## config.mk

```make
export PLATFORM = sky130hd
export DESIGN_NAME = sdram_mux
export DESIGN_NICKNAME = d
export VERILOG_FILES = /design/src/sdram_pkg.sv /design/src/mux_pkg.sv /design/src/rd_slot.sv /design/src/rw_slot.sv /design/src/sdram_mux.sv /design/src/slot_arbiter.sv
export VERILOG_INCLUDE_DIRS = /design/src /design/src/src
export SDC_FILE = /design/constraint.sdc
export NUM_CORES = 1
export LEC_CHECK = 0
export CORE_MARGIN = 1
export CORE_UTILIZATION = 40
export CTS_CLUSTER_SIZE = 10
export DETAILED_ROUTE_END_ITERATION = 7
export DONT_BUFFER_PORTS = 1
export PLACE_DENSITY_LB_ADDON = 0.3
export SYNTH_ARGS = -nofsm -noshare
export SYNTH_HDL_FRONTEND = slang
export SYNTH_SLANG_ARGS = --single-unit
```

## constraint.sdc

```tcl
create_clock -name clk -period 15.7 [get_ports clk]
set_input_delay 3.14 -clock clk [delete_from_list [all_inputs] [get_ports clk]]
set_output_delay 3.14 -clock clk [all_outputs]
set_load 0.05 [all_outputs]
```

## src/mux_settings.svh

```systemverilog
// build-time sizes for the SDRAM mux, included by every package and module that needs them
`ifndef MUX_SETTINGS_SVH
`define MUX_SETTINGS_SVH

// read-only slots, 1 to 8
`define NUM_RD_SLOTS 3
// slot 0 is the read/write slot
`define NUM_SLOTS (`NUM_RD_SLOTS + 1)

// halfword address widths
`define SDRAM_AW 22
`define SLOT_AW 20

// cycles from reset or download end to ready
`define READY_DLY 4

`endif

```

## src/sdram_pkg.sv

```systemverilog
// controller-side types of the SDRAM mux, imported by the arbiter, the R/W slot and the top
`default_nettype none

`include "mux_settings.svh"

package sdram_pkg;

    typedef enum logic {
        OP_READ  = 1'b0,
        OP_WRITE = 1'b1
    } sdram_op_e;

    // command held stable while sdram_req is high
    typedef struct packed {
        logic [`SDRAM_AW-1:0] addr;
        sdram_op_e            op;
        logic [15:0]          wdata;
        logic [1:0]           wrmask;
    } sdram_cmd_t;

    typedef enum logic [1:0] {
        ARB_IDLE,
        ARB_ISSUE,
        ARB_WAIT
    } arb_state_e;

endpackage

`default_nettype wire

```

## src/mux_pkg.sv

```systemverilog
// slot-side types and helpers of the SDRAM mux, shared by the slots, the arbiter and the top
`default_nettype none

`include "mux_settings.svh"

package mux_pkg;
    import sdram_pkg::*;

    typedef struct packed {
        logic                 cs;
        logic [`SLOT_AW-1:0]  addr;
        logic [`SDRAM_AW-1:0] offset;
    } rd_slot_in_t;

    typedef struct packed {
        logic                 cs;
        logic                 wr;
        logic [`SLOT_AW-1:0]  addr;
        logic [`SDRAM_AW-1:0] offset;
        logic [15:0]          din;
        // active low, a set bit keeps its byte
        logic [1:0]           wrmask;
    } rw_slot_in_t;

    typedef struct packed {
        logic                 req;
        logic [`SDRAM_AW-1:0] addr;
        sdram_op_e            op;
        logic [15:0]          wdata;
        logic [1:0]           wrmask;
    } slot_req_t;

    localparam slot_req_t SLOT_REQ_IDLE = '{
        req: 1'b0, addr: '0, op: OP_READ, wdata: '0, wrmask: 2'b11
    };

    // even halfword sits in the low half of the word
    function automatic logic [15:0] sel_half(input logic [31:0] word, input logic a0);
        return a0 ? word[31:16] : word[15:0];
    endfunction

endpackage

`default_nettype wire

```

## src/rd_slot.sv

```systemverilog
// read-only client slot with a one-word cache, instantiated once per read port of the mux
`timescale 1ns/1ps
`default_nettype none

`include "mux_settings.svh"

module rd_slot
    import mux_pkg::*;
(
    input  logic        clk,
    input  logic        rst_n,
    input  rd_slot_in_t slot_in,
    input  logic        grant,
    input  logic        done,
    input  logic [31:0] data_read,
    output slot_req_t   slot_req,
    output logic [15:0] dout,
    output logic        ok
);

    logic [`SDRAM_AW-1:0] sdram_addr;
    logic [`SDRAM_AW-2:0] word_tag;
    logic [`SDRAM_AW-2:0] cache_tag;
    logic [31:0]          cache_word;
    logic                 cache_valid;
    logic                 pending;
    logic                 start;
    logic                 hit;

    assign sdram_addr = slot_in.offset + `SDRAM_AW'(slot_in.addr);
    assign word_tag   = sdram_addr[`SDRAM_AW-1:1];
    assign hit        = cache_valid && (cache_tag == word_tag);
    // ok blocks the cycle where the master still holds the old request
    assign start      = slot_in.cs && !ok && !pending;

    always_comb begin
        slot_req      = SLOT_REQ_IDLE;
        slot_req.req  = pending && !grant;
        slot_req.addr = sdram_addr;
    end

    always_ff @(posedge clk) begin
        if (!rst_n) begin
            pending     <= 1'b0;
            cache_valid <= 1'b0;
            ok          <= 1'b0;
        end else begin
            ok <= 1'b0;
            if (done) begin
                pending     <= 1'b0;
                cache_valid <= 1'b1;
                ok          <= 1'b1;
            end else if (start) begin
                if (hit) begin
                    ok <= 1'b1;
                end else begin
                    pending <= 1'b1;
                end
            end
        end
    end

    // cache fill and read data
    always_ff @(posedge clk) begin
        if (done) begin
            cache_word <= data_read;
            cache_tag  <= word_tag;
            dout       <= sel_half(data_read, sdram_addr[0]);
        end else if (start && hit) begin
            dout <= sel_half(cache_word, sdram_addr[0]);
        end
    end

endmodule

`default_nettype wire

```

## src/rw_slot.sv

```systemverilog
// read/write client slot (slot 0) of the mux, every access goes to the SDRAM
`timescale 1ns/1ps
`default_nettype none

`include "mux_settings.svh"

module rw_slot
    import mux_pkg::*;
    import sdram_pkg::*;
(
    input  logic        clk,
    input  logic        rst_n,
    input  rw_slot_in_t slot_in,
    input  logic        grant,
    input  logic        done,
    input  logic [31:0] data_read,
    output slot_req_t   slot_req,
    output logic [15:0] dout,
    output logic        ok
);

    logic [`SDRAM_AW-1:0] sdram_addr;
    logic                 pending;

    assign sdram_addr = slot_in.offset + `SDRAM_AW'(slot_in.addr);

    // grant stays up until the arbiter is back in idle, so no reissue
    always_comb begin
        slot_req.req    = pending && !grant;
        slot_req.addr   = sdram_addr;
        slot_req.op     = slot_in.wr ? OP_WRITE : OP_READ;
        slot_req.wdata  = slot_in.din;
        slot_req.wrmask = slot_in.wr ? slot_in.wrmask : 2'b11;
    end

    always_ff @(posedge clk) begin
        if (!rst_n) begin
            pending <= 1'b0;
            ok      <= 1'b0;
        end else begin
            ok <= 1'b0;
            if (done) begin
                pending <= 1'b0;
                ok      <= 1'b1;
            end else if (slot_in.cs && !ok && !pending) begin
                pending <= 1'b1;
            end
        end
    end

    always_ff @(posedge clk) begin
        if (done && !slot_in.wr) begin
            dout <= sel_half(data_read, sdram_addr[0]);
        end
    end

endmodule

`default_nettype wire

```

## src/sdram_mux.sv

```systemverilog
// top of the SDRAM mux, shares one controller among the R/W slot and the read slots
`timescale 1ns/1ps
`default_nettype none

`include "mux_settings.svh"

module sdram_mux
    import mux_pkg::*;
    import sdram_pkg::*;
(
    input  logic                              clk,
    input  logic                              rst_n,
    input  logic                              vblank,
    input  logic                              downloading,
    input  rw_slot_in_t                       rw_in,
    output logic [15:0]                       rw_dout,
    output logic                              rw_ok,
    // entry i is slot i+1
    input  rd_slot_in_t [`NUM_RD_SLOTS-1:0]   rd_in,
    output logic [`NUM_RD_SLOTS-1:0][15:0]    rd_dout,
    output logic [`NUM_RD_SLOTS-1:0]          rd_ok,
    output logic                              sdram_req,
    output sdram_cmd_t                        sdram_cmd,
    input  logic                              sdram_ack,
    input  logic                              data_rdy,
    input  logic [31:0]                       data_read,
    output logic                              refresh_en,
    output logic                              ready
);

    slot_req_t [`NUM_SLOTS-1:0] slot_reqs;
    logic [`NUM_SLOTS-1:0]      grant;
    logic [`NUM_SLOTS-1:0]      done;

    rw_slot u_rw (
        .clk       (clk),
        .rst_n     (rst_n),
        .slot_in   (rw_in),
        .grant     (grant[0]),
        .done      (done[0]),
        .data_read (data_read),
        .slot_req  (slot_reqs[0]),
        .dout      (rw_dout),
        .ok        (rw_ok)
    );

    for (genvar i = 0; i < `NUM_RD_SLOTS; i++) begin : g_rd
        rd_slot u_rd (
            .clk       (clk),
            .rst_n     (rst_n),
            .slot_in   (rd_in[i]),
            .grant     (grant[i+1]),
            .done      (done[i+1]),
            .data_read (data_read),
            .slot_req  (slot_reqs[i+1]),
            .dout      (rd_dout[i]),
            .ok        (rd_ok[i])
        );
    end

    slot_arbiter u_arb (
        .clk         (clk),
        .rst_n       (rst_n),
        .vblank      (vblank),
        .downloading (downloading),
        .slot_reqs   (slot_reqs),
        .grant       (grant),
        .done        (done),
        .sdram_req   (sdram_req),
        .sdram_cmd   (sdram_cmd),
        .sdram_ack   (sdram_ack),
        .data_rdy    (data_rdy),
        .refresh_en  (refresh_en),
        .ready       (ready)
    );

endmodule

`default_nettype wire

```

## src/slot_arbiter.sv

```systemverilog
// fixed-priority arbiter of the mux, owns the SDRAM command, refresh enable and ready
`timescale 1ns/1ps
`default_nettype none

`include "mux_settings.svh"

module slot_arbiter
    import mux_pkg::*;
    import sdram_pkg::*;
(
    input  logic                        clk,
    input  logic                        rst_n,
    input  logic                        vblank,
    input  logic                        downloading,
    input  slot_req_t [`NUM_SLOTS-1:0]  slot_reqs,
    output logic [`NUM_SLOTS-1:0]       grant,
    output logic [`NUM_SLOTS-1:0]       done,
    output logic                        sdram_req,
    output sdram_cmd_t                  sdram_cmd,
    input  logic                        sdram_ack,
    input  logic                        data_rdy,
    output logic                        refresh_en,
    output logic                        ready
);

    localparam int IDX_W   = $clog2(`NUM_SLOTS);
    localparam int READY_W = $clog2(`READY_DLY + 1);

    arb_state_e           state;
    logic [`NUM_SLOTS-1:0] pick;
    logic [IDX_W-1:0]     pick_idx;
    logic [READY_W-1:0]   ready_cnt;
    logic                 data_end;

    // lowest index wins, so scan downwards and let the last match stand
    always_comb begin
        pick     = '0;
        pick_idx = '0;
        for (int i = `NUM_SLOTS - 1; i >= 0; i--) begin
            if (slot_reqs[i].req) begin
                pick     = '0;
                pick[i]  = 1'b1;
                pick_idx = IDX_W'(i);
            end
        end
    end

    // data_rdy only counts once the controller has taken the request
    assign data_end = data_rdy && (!sdram_req || sdram_ack);

    always_ff @(posedge clk) begin
        if (!rst_n || downloading) begin
            state      <= ARB_IDLE;
            grant      <= '0;
            done       <= '0;
            sdram_req  <= 1'b0;
            refresh_en <= 1'b1;
            ready      <= 1'b0;
            ready_cnt  <= '0;
        end else begin
            done       <= '0;
            refresh_en <= 1'b0;
            if (!ready) begin
                if (ready_cnt == READY_W'(`READY_DLY)) begin
                    ready <= 1'b1;
                end else begin
                    ready_cnt <= ready_cnt + 1'b1;
                end
            end
            case (state)
                ARB_IDLE: begin
                    grant <= pick;
                    if (|pick) begin
                        state <= ARB_ISSUE;
                    end else begin
                        refresh_en <= vblank;
                    end
                end
                ARB_ISSUE: begin
                    sdram_req <= 1'b1;
                    state     <= ARB_WAIT;
                end
                ARB_WAIT: begin
                    if (sdram_ack) begin
                        sdram_req <= 1'b0;
                    end
                    // grant is kept through the done cycle
                    if (data_end) begin
                        done  <= grant;
                        state <= ARB_IDLE;
                    end
                end
                default: state <= ARB_IDLE;
            endcase
        end
    end

    always_ff @(posedge clk) begin
        if (state == ARB_IDLE && |pick) begin
            sdram_cmd.addr   <= slot_reqs[pick_idx].addr;
            sdram_cmd.op     <= slot_reqs[pick_idx].op;
            sdram_cmd.wdata  <= slot_reqs[pick_idx].wdata;
            sdram_cmd.wrmask <= slot_reqs[pick_idx].wrmask;
        end
    end

endmodule

`default_nettype wire
```

=== After elaboration in Yosys (flattened, before gate mapping) ===
Index checks and enable logic that the tools add are counted.

* Bits in registers: 291
* Input bits: 229
* Output and inout bits: 112

* $add $sub $neg: 5
* Magnitude comparators: 1
* Equal/unequal tests: 9
* Mux-type cells: 44
* Bitwise operators: 8
* Reductions and logical operators: 55

{| class="wikitable"
|+ Operators with widths
! kind !! number
|-
| 16-bit two-way mux || 13
|-
| 22-bit by 20-bit adder with 22-bit output || 4
|-
| 42-bit binary-select mux with 2-bit select || 1
|-
| 21-bit == test || 3
|-
| 41-bit two-way mux || 1
|-
| 1-bit logical AND || 21
|-
| 1-bit two-way mux || 16
|-
| 4-bit two-way mux || 4
|-
| 1-bit zero test || 15
|-
| 2-bit two-way mux || 7
|-
| 2-bit AND reduction || 6
|-
| 1-bit NOT || 8
|-
| 2-bit nonzero test || 4
|-
| 2-bit OR reduction || 4
|-
| 2-bit case mux with 3 select lines || 1
|-
| 2-bit by 1-bit inequality test with 1-bit output, second input constant || 2
|-
| 4-bit OR reduction || 1
|-
| 3-bit by 1-bit adder with 3-bit output, second input constant || 1
|-
| 3-bit == test, second input constant || 1
|-
| 2-bit by 3-bit less-than comparator with 1-bit output, second input constant || 1
|-
| 3-bit OR reduction || 1
|-
| 2-bit by 1-bit == test with 1-bit output, second input constant || 1
|-
| 2-bit == test, second input constant || 1
|-
| 2-bit zero test || 1
|-
| other kinds (3) || 4
|}

=== Depth between registers and ports, before layout ===
* Word-level depth: 9
* Mapped depth: 13
* Gate-level depth less buffers: 13

=== Cells and area by module ===
Synthesis repeated with hierarchy kept, for this count alone.

* Cells, all modules: 1,510
* Area, all modules: 18,671.7 um2

{| class="wikitable"
|+ By module, submodules not included
! module !! times used !! cells each !! area each (um2) !! sequential area each (um2)
|-
| rd_slot at g_rd[0].u_rd || 1 || 416 || 4,862.2 || 2,132.0
|-
| rd_slot at g_rd[2].u_rd || 1 || 363 || 4,479.3 || 2,132.0
|-
| rd_slot at g_rd[1].u_rd || 1 || 359 || 4,468.0 || 2,132.0
|-
| slot_arbiter || 1 || 166 || 2,875.3 || 1,551.5
|-
| rw_slot || 1 || 206 || 1,986.9 || 520.5
|}

=== Least setup slack after synthesis ===
OpenSTA, ideal clock, no wires.

* Path kind: input port to flip-flop
* Start: in rd_in[86] (netlist bit)
* End: reg g_rd[2].u_rd.dout[0], enable pin
* Library setup time: 392 ps
* Arrival time: 6,750 ps
* Slack: 8,558 ps
* Cell stages on the path: 12
* Path buffers: 0
* Cell sequence: ha_1 -> fa_1 -> a21o_1 -> a21oi_1 -> xor2_1 -> a222oi_1 -> o221ai_1 -> nor4_2 -> nand4_1 -> or4_1 -> or4_4 -> o21bai_1

* Cells in the longest elaborated chain, start to end: 5

{| class="wikitable"
|+ Ends and longest elaborated chain
! what !! line !! RTL
|-
| start: declaration || sdram_mux.sv:19 || <nowiki>input rd_slot_in_t [`NUM_RD_SLOTS-1:0] rd_in,</nowiki>
|-
| 22-bit by 20-bit adder with 22-bit output || rd_slot.sv:30 || <nowiki>assign sdram_addr = slot_in.offset + `SDRAM_AW'(slot_in.addr);</nowiki>
|-
| 21-bit == test || rd_slot.sv:32 || <nowiki>assign hit = cache_valid && (cache_tag == word_tag);</nowiki>
|-
| 1-bit logical AND || rd_slot.sv:32 ||
|-
| 1-bit logical AND || rd_slot.sv:69 || <nowiki>end else if (start && hit) begin</nowiki>
|-
| 2-bit nonzero test (no source line) || - ||
|-
| end signal: assignment || rd_slot.sv:68 || <nowiki>dout <= sel_half(data_read, sdram_addr[0]);</nowiki>
|-
| end signal: assignment || rd_slot.sv:70 || <nowiki>dout <= sel_half(cache_word, sdram_addr[0]);</nowiki>
|-
| end: declaration || rd_slot.sv:17 || <nowiki>output logic [15:0] dout,</nowiki>
|}

No other way between the ends.
A chain may end at the register's enable or synchronous reset.

=== Final worst setup path ===
* Start: in rd_in[0] (netlist bit)
* End: reg g_rd[0].u_rd.dout[0], enable pin

* Cells in the longest elaborated chain, start to end: 5

{| class="wikitable"
|+ Ends and longest elaborated chain
! what !! line !! RTL
|-
| 22-bit by 20-bit adder with 22-bit output || rd_slot.sv:30 ||
|-
| via g_rd[0].u_rd.sdram_addr[1] || rd_slot.sv:21 || <nowiki>logic [`SDRAM_AW-1:0] sdram_addr;</nowiki>
|-
| 21-bit == test || rd_slot.sv:32 ||
|-
| 1-bit logical AND || rd_slot.sv:32 ||
|-
| 1-bit logical AND || rd_slot.sv:69 ||
|-
| 2-bit nonzero test (no source line) || - ||
|-
| end signal: assignment || rd_slot.sv:68 ||
|-
| end signal: assignment || rd_slot.sv:70 ||
|-
| end: declaration || rd_slot.sv:17 ||
|}

The timed path passes the listed nets, and every way through them passes these cells.

==> results.md <==
* Latest clock arrival within the worst-skew pair at 560 ps
* Power density over the cells at 116 nW/um^2
* Number of fillers in the final layout at 3,924
* Total track usage at 22.4%
* Post-route setup TNS at 0 ps
* DP Wirelength at 37,000 um
* Setup Buffers After CTS at 0
* Syn Std Cell Area at 17,400 sq um
* Longest Clk Path Bufs at 3
* Max Cap Violations at 0
* Synth area leaders: edfxtp_1, mux4_2, ha_1
* Worst slew pin tran at 1040 ps
* Final Skew at 19.9 ps
* Most common cell in the netlist: edfxtp_1
* Worst Path Required at 15,870 ps
* Root Buffer: clkbuf_16
* Ratio of cells with drive above 1 in the final layout at 10.6%
* Pre-CTS setup slack at 8170 ps
* Syn-to-layout area delta at 9.42%
* Syn nets at 1,812
* Post-Route WL at 49,500 um
* VDD IR max at 0.0000802 V
* Post-synthesis cell count at 1,497
* GPL Wtd Cong at 0.987
* Cts hold-fix bufs at 0
* Slowest-stage cell, CP: a2111oi_0
* Avg Inst Size Synth at 11.6 sq um
* Largest net degree at the start of global routing at 74
* Layout Nets at 1,786
* Bufs and invs on worst path at 0
* Critical path class: in -> reg
* Core area at 42,300 sq um
* Post-synth EDFFs at 264
* Clock Sinks at 291
* Hold/Removal Path Class: reg -> reg
* Max Fanout on Critical Path at 17
* Cts bufs inserted at 37
* Vias per cell at 5.95
* Fmax at 143 MHz
* Clock slew at reported path FFs at 50 ps
* Chip Width at 210 um
* CP Capture Type: flip-flop
* Final-report hold violation count at 0
* Slew Viols, Final at 0
* # IOs at 341
* Die area at 44,200 sq um
* Via count at 12,300
* Crit path cell chain: ha_1 > fa_1 > xnor2_1 > nand3b_1 > a2111oi_0 > o211ai_1 > or4b_1 > a2111oi_0 > nand4_1 > nor4_1 > a31o_2
* Avg WL per Cell at 23.9 um
* Period utilization at 44.6%
* Slew HR at 30.7%
* RSZ-0062 raised after global routing: false
* Library cells used by synthesis at 84
* Top cells by count, synth: edfxtp_1, nand2_1, a21oi_1
* Die height at 210 um
* Antenna Violating Nets Remaining at 0
* Critical path's top delay family: compound AO/OA/AOI/OAI gates
* Initial Util at 41.0%
* Fraction of registers with async set/reset at 0%
* Status: finished clean
* Initial antenna violation count at 6
* Area leader, netlist: edfxtp_1
* Non-filler cells in the finished layout at 2,071
* Post-CTS resize count at 0
* CP max stage delay at 770 ps
* Ys Warns at 0
* Setup ws final at 8700 ps
* Top_reg_cell synth: edfxtp_1
* Post-route DRC at 0
* CTS H-tree depth at 2
* Cell Count Post-Placement at 2,009
* Port bufs at 0
* Top cell by count, worst path: a2111oi_0
* Sequential area share after synthesis at 48.8%
* Site row count at 75
* First-pass GRT wire length at 74,500 um
* Arrival time of the worst setup path at 7170 ps
* Fin crit period at 7000 ps
* Vias in the first global route at 12,000
* Remaining global-route overflow at 0
* Synthesized flop and latch total at 291
* Leakage power at 6.69 nW
* CTS tree: yes
* Critical Path Source Type: input pin
* Endpoints failing setup at 0
* DR pass1 iterations at 5
* Area share of the largest cell type after synthesis at 45.7%
* Iter 0 DRT Violations at 794
==> power breakdown <==
part	internal [mW]	total [mW]	leakage [nW]	switching (mW)
registers	0.890	0.988	2.64	0.0989
logic	0.163	0.422	3.51	0.259
clock network	0.464	0.785	0.543	0.321
==> flip-flops by register name (all words and copies together), names as in the netlist <==
name                   cells
u_arb.grant                4
u_arb.done                 4
u_arb.sdram_cmd           41
g_rd.u_rd.pending          3
u_arb.ready                1
u_arb.ready_cnt            3
g_rd.u_rd.cache_valid      3
g_rd.u_rd.ok               3
u_arb.sdram_req            1
u_rw.dout                 16
g_rd.u_rd.dout            48
u_rw.pending               1
g_rd.u_rd.cache_word      96
g_rd.u_rd.cache_tag       63
u_arb.refresh_en           1
u_arb.state                2
u_rw.ok                    1
==> metrics by stage <==
step           hold WS, ps  power (mW)  cell area [sq um]  utilization, %
2_1_floorplan          404        1.30              17400               -
3_3_place_gp           425        1.42              17900            42.2
3_5_place_dp           426        1.42              17900            42.2
4_1_cts                437        2.22              19000            44.8
5_1_grt                449        2.29              19000            44.9
6_report               432        2.20              19000            44.9
==> cells in the final DEF, fill, tap and decap left out, types with 35 or more instances in the layout <==
cell type | netlist | layout
a21o_1 | 50 | 50
a21oi_1 | 94 | 93
clkbuf_16 | 0 | 38
edfxtp_1 | 264 | 264
ha_1 | 82 | 82
inv_1 | 51 | 51
mux4_2 | 50 | 50
nand2_1 | 112 | 112
nor2_1 | 80 | 78
nor3_1 | 35 | 35
o21ai_0 | 64 | 64
xnor2_1 | 74 | 74
xor2_1 | 35 | 35
==> area by class of cell <==
type	count	area (sq um)	share of cell area (%)
flip-flops and latches	291	8480	44.7
inverters	51	191	1.01
well taps	577	722	3.80
diodes	3	7.51	0.0395
clock inverters	10	100	0.527
repair buffers	10	75.1	0.395
multi-input cells	1080	8410	44.3
clock buffers	49	1000	5.28
==> cell families after synthesis <==
group | after synthesis | share of synthesized area [%]
AND/OR/NAND/NOR | 428 | 12.6
AO/OA/AOI/OAI | 365 | 14.1
flip-flops | 291 | 48.8
buffers and inverters | 126 | 2.91
XOR/XNOR | 118 | 6.65
adder cells (fa/ha/maj) | 86 | 6.37
multiplexers | 83 | 8.54
==> worst paths after layout <==
path | start | end | slack (ps) | cells past startpoint
hold / removal | u_arb.done[0]$_SDFF_PP0_ | u_rw.pending$_SDFFE_PP0P_ | 430 | 1
setup / recovery | rd_in[0] | g_rd[0].u_rd.dout[0]$_DFFE_PP_ | 8700 | 11
setup reg to reg | g_rd[0].u_rd.cache_tag[5]$_DFFE_PP_ | g_rd[0].u_rd.dout[0]$_DFFE_PP_ | 11480 | 9
hold reg to reg | u_arb.done[0]$_SDFF_PP0_ | u_rw.pending$_SDFFE_PP0P_ | 430 | 1
==> per-layer routing <==
metal	track usage (%)	wire length, um
met2	37.4	23900
met5	0	44
met3	5.39	3680
met1	28.9	20600
met4	5.97	1190
==> worst register-to-register path, cell delays in order, from the launching register on <==
cell       delay, ps
edfxtp_1         480
xnor2_1          220
nor3_1            80
a2111oi_0        420
o211ai_1         150
or4b_1           460
a2111oi_0        770
nand4_1          180
nor4_1           430
a31o_2           640
No activity file was read; power rests on OpenSTA's default activity.
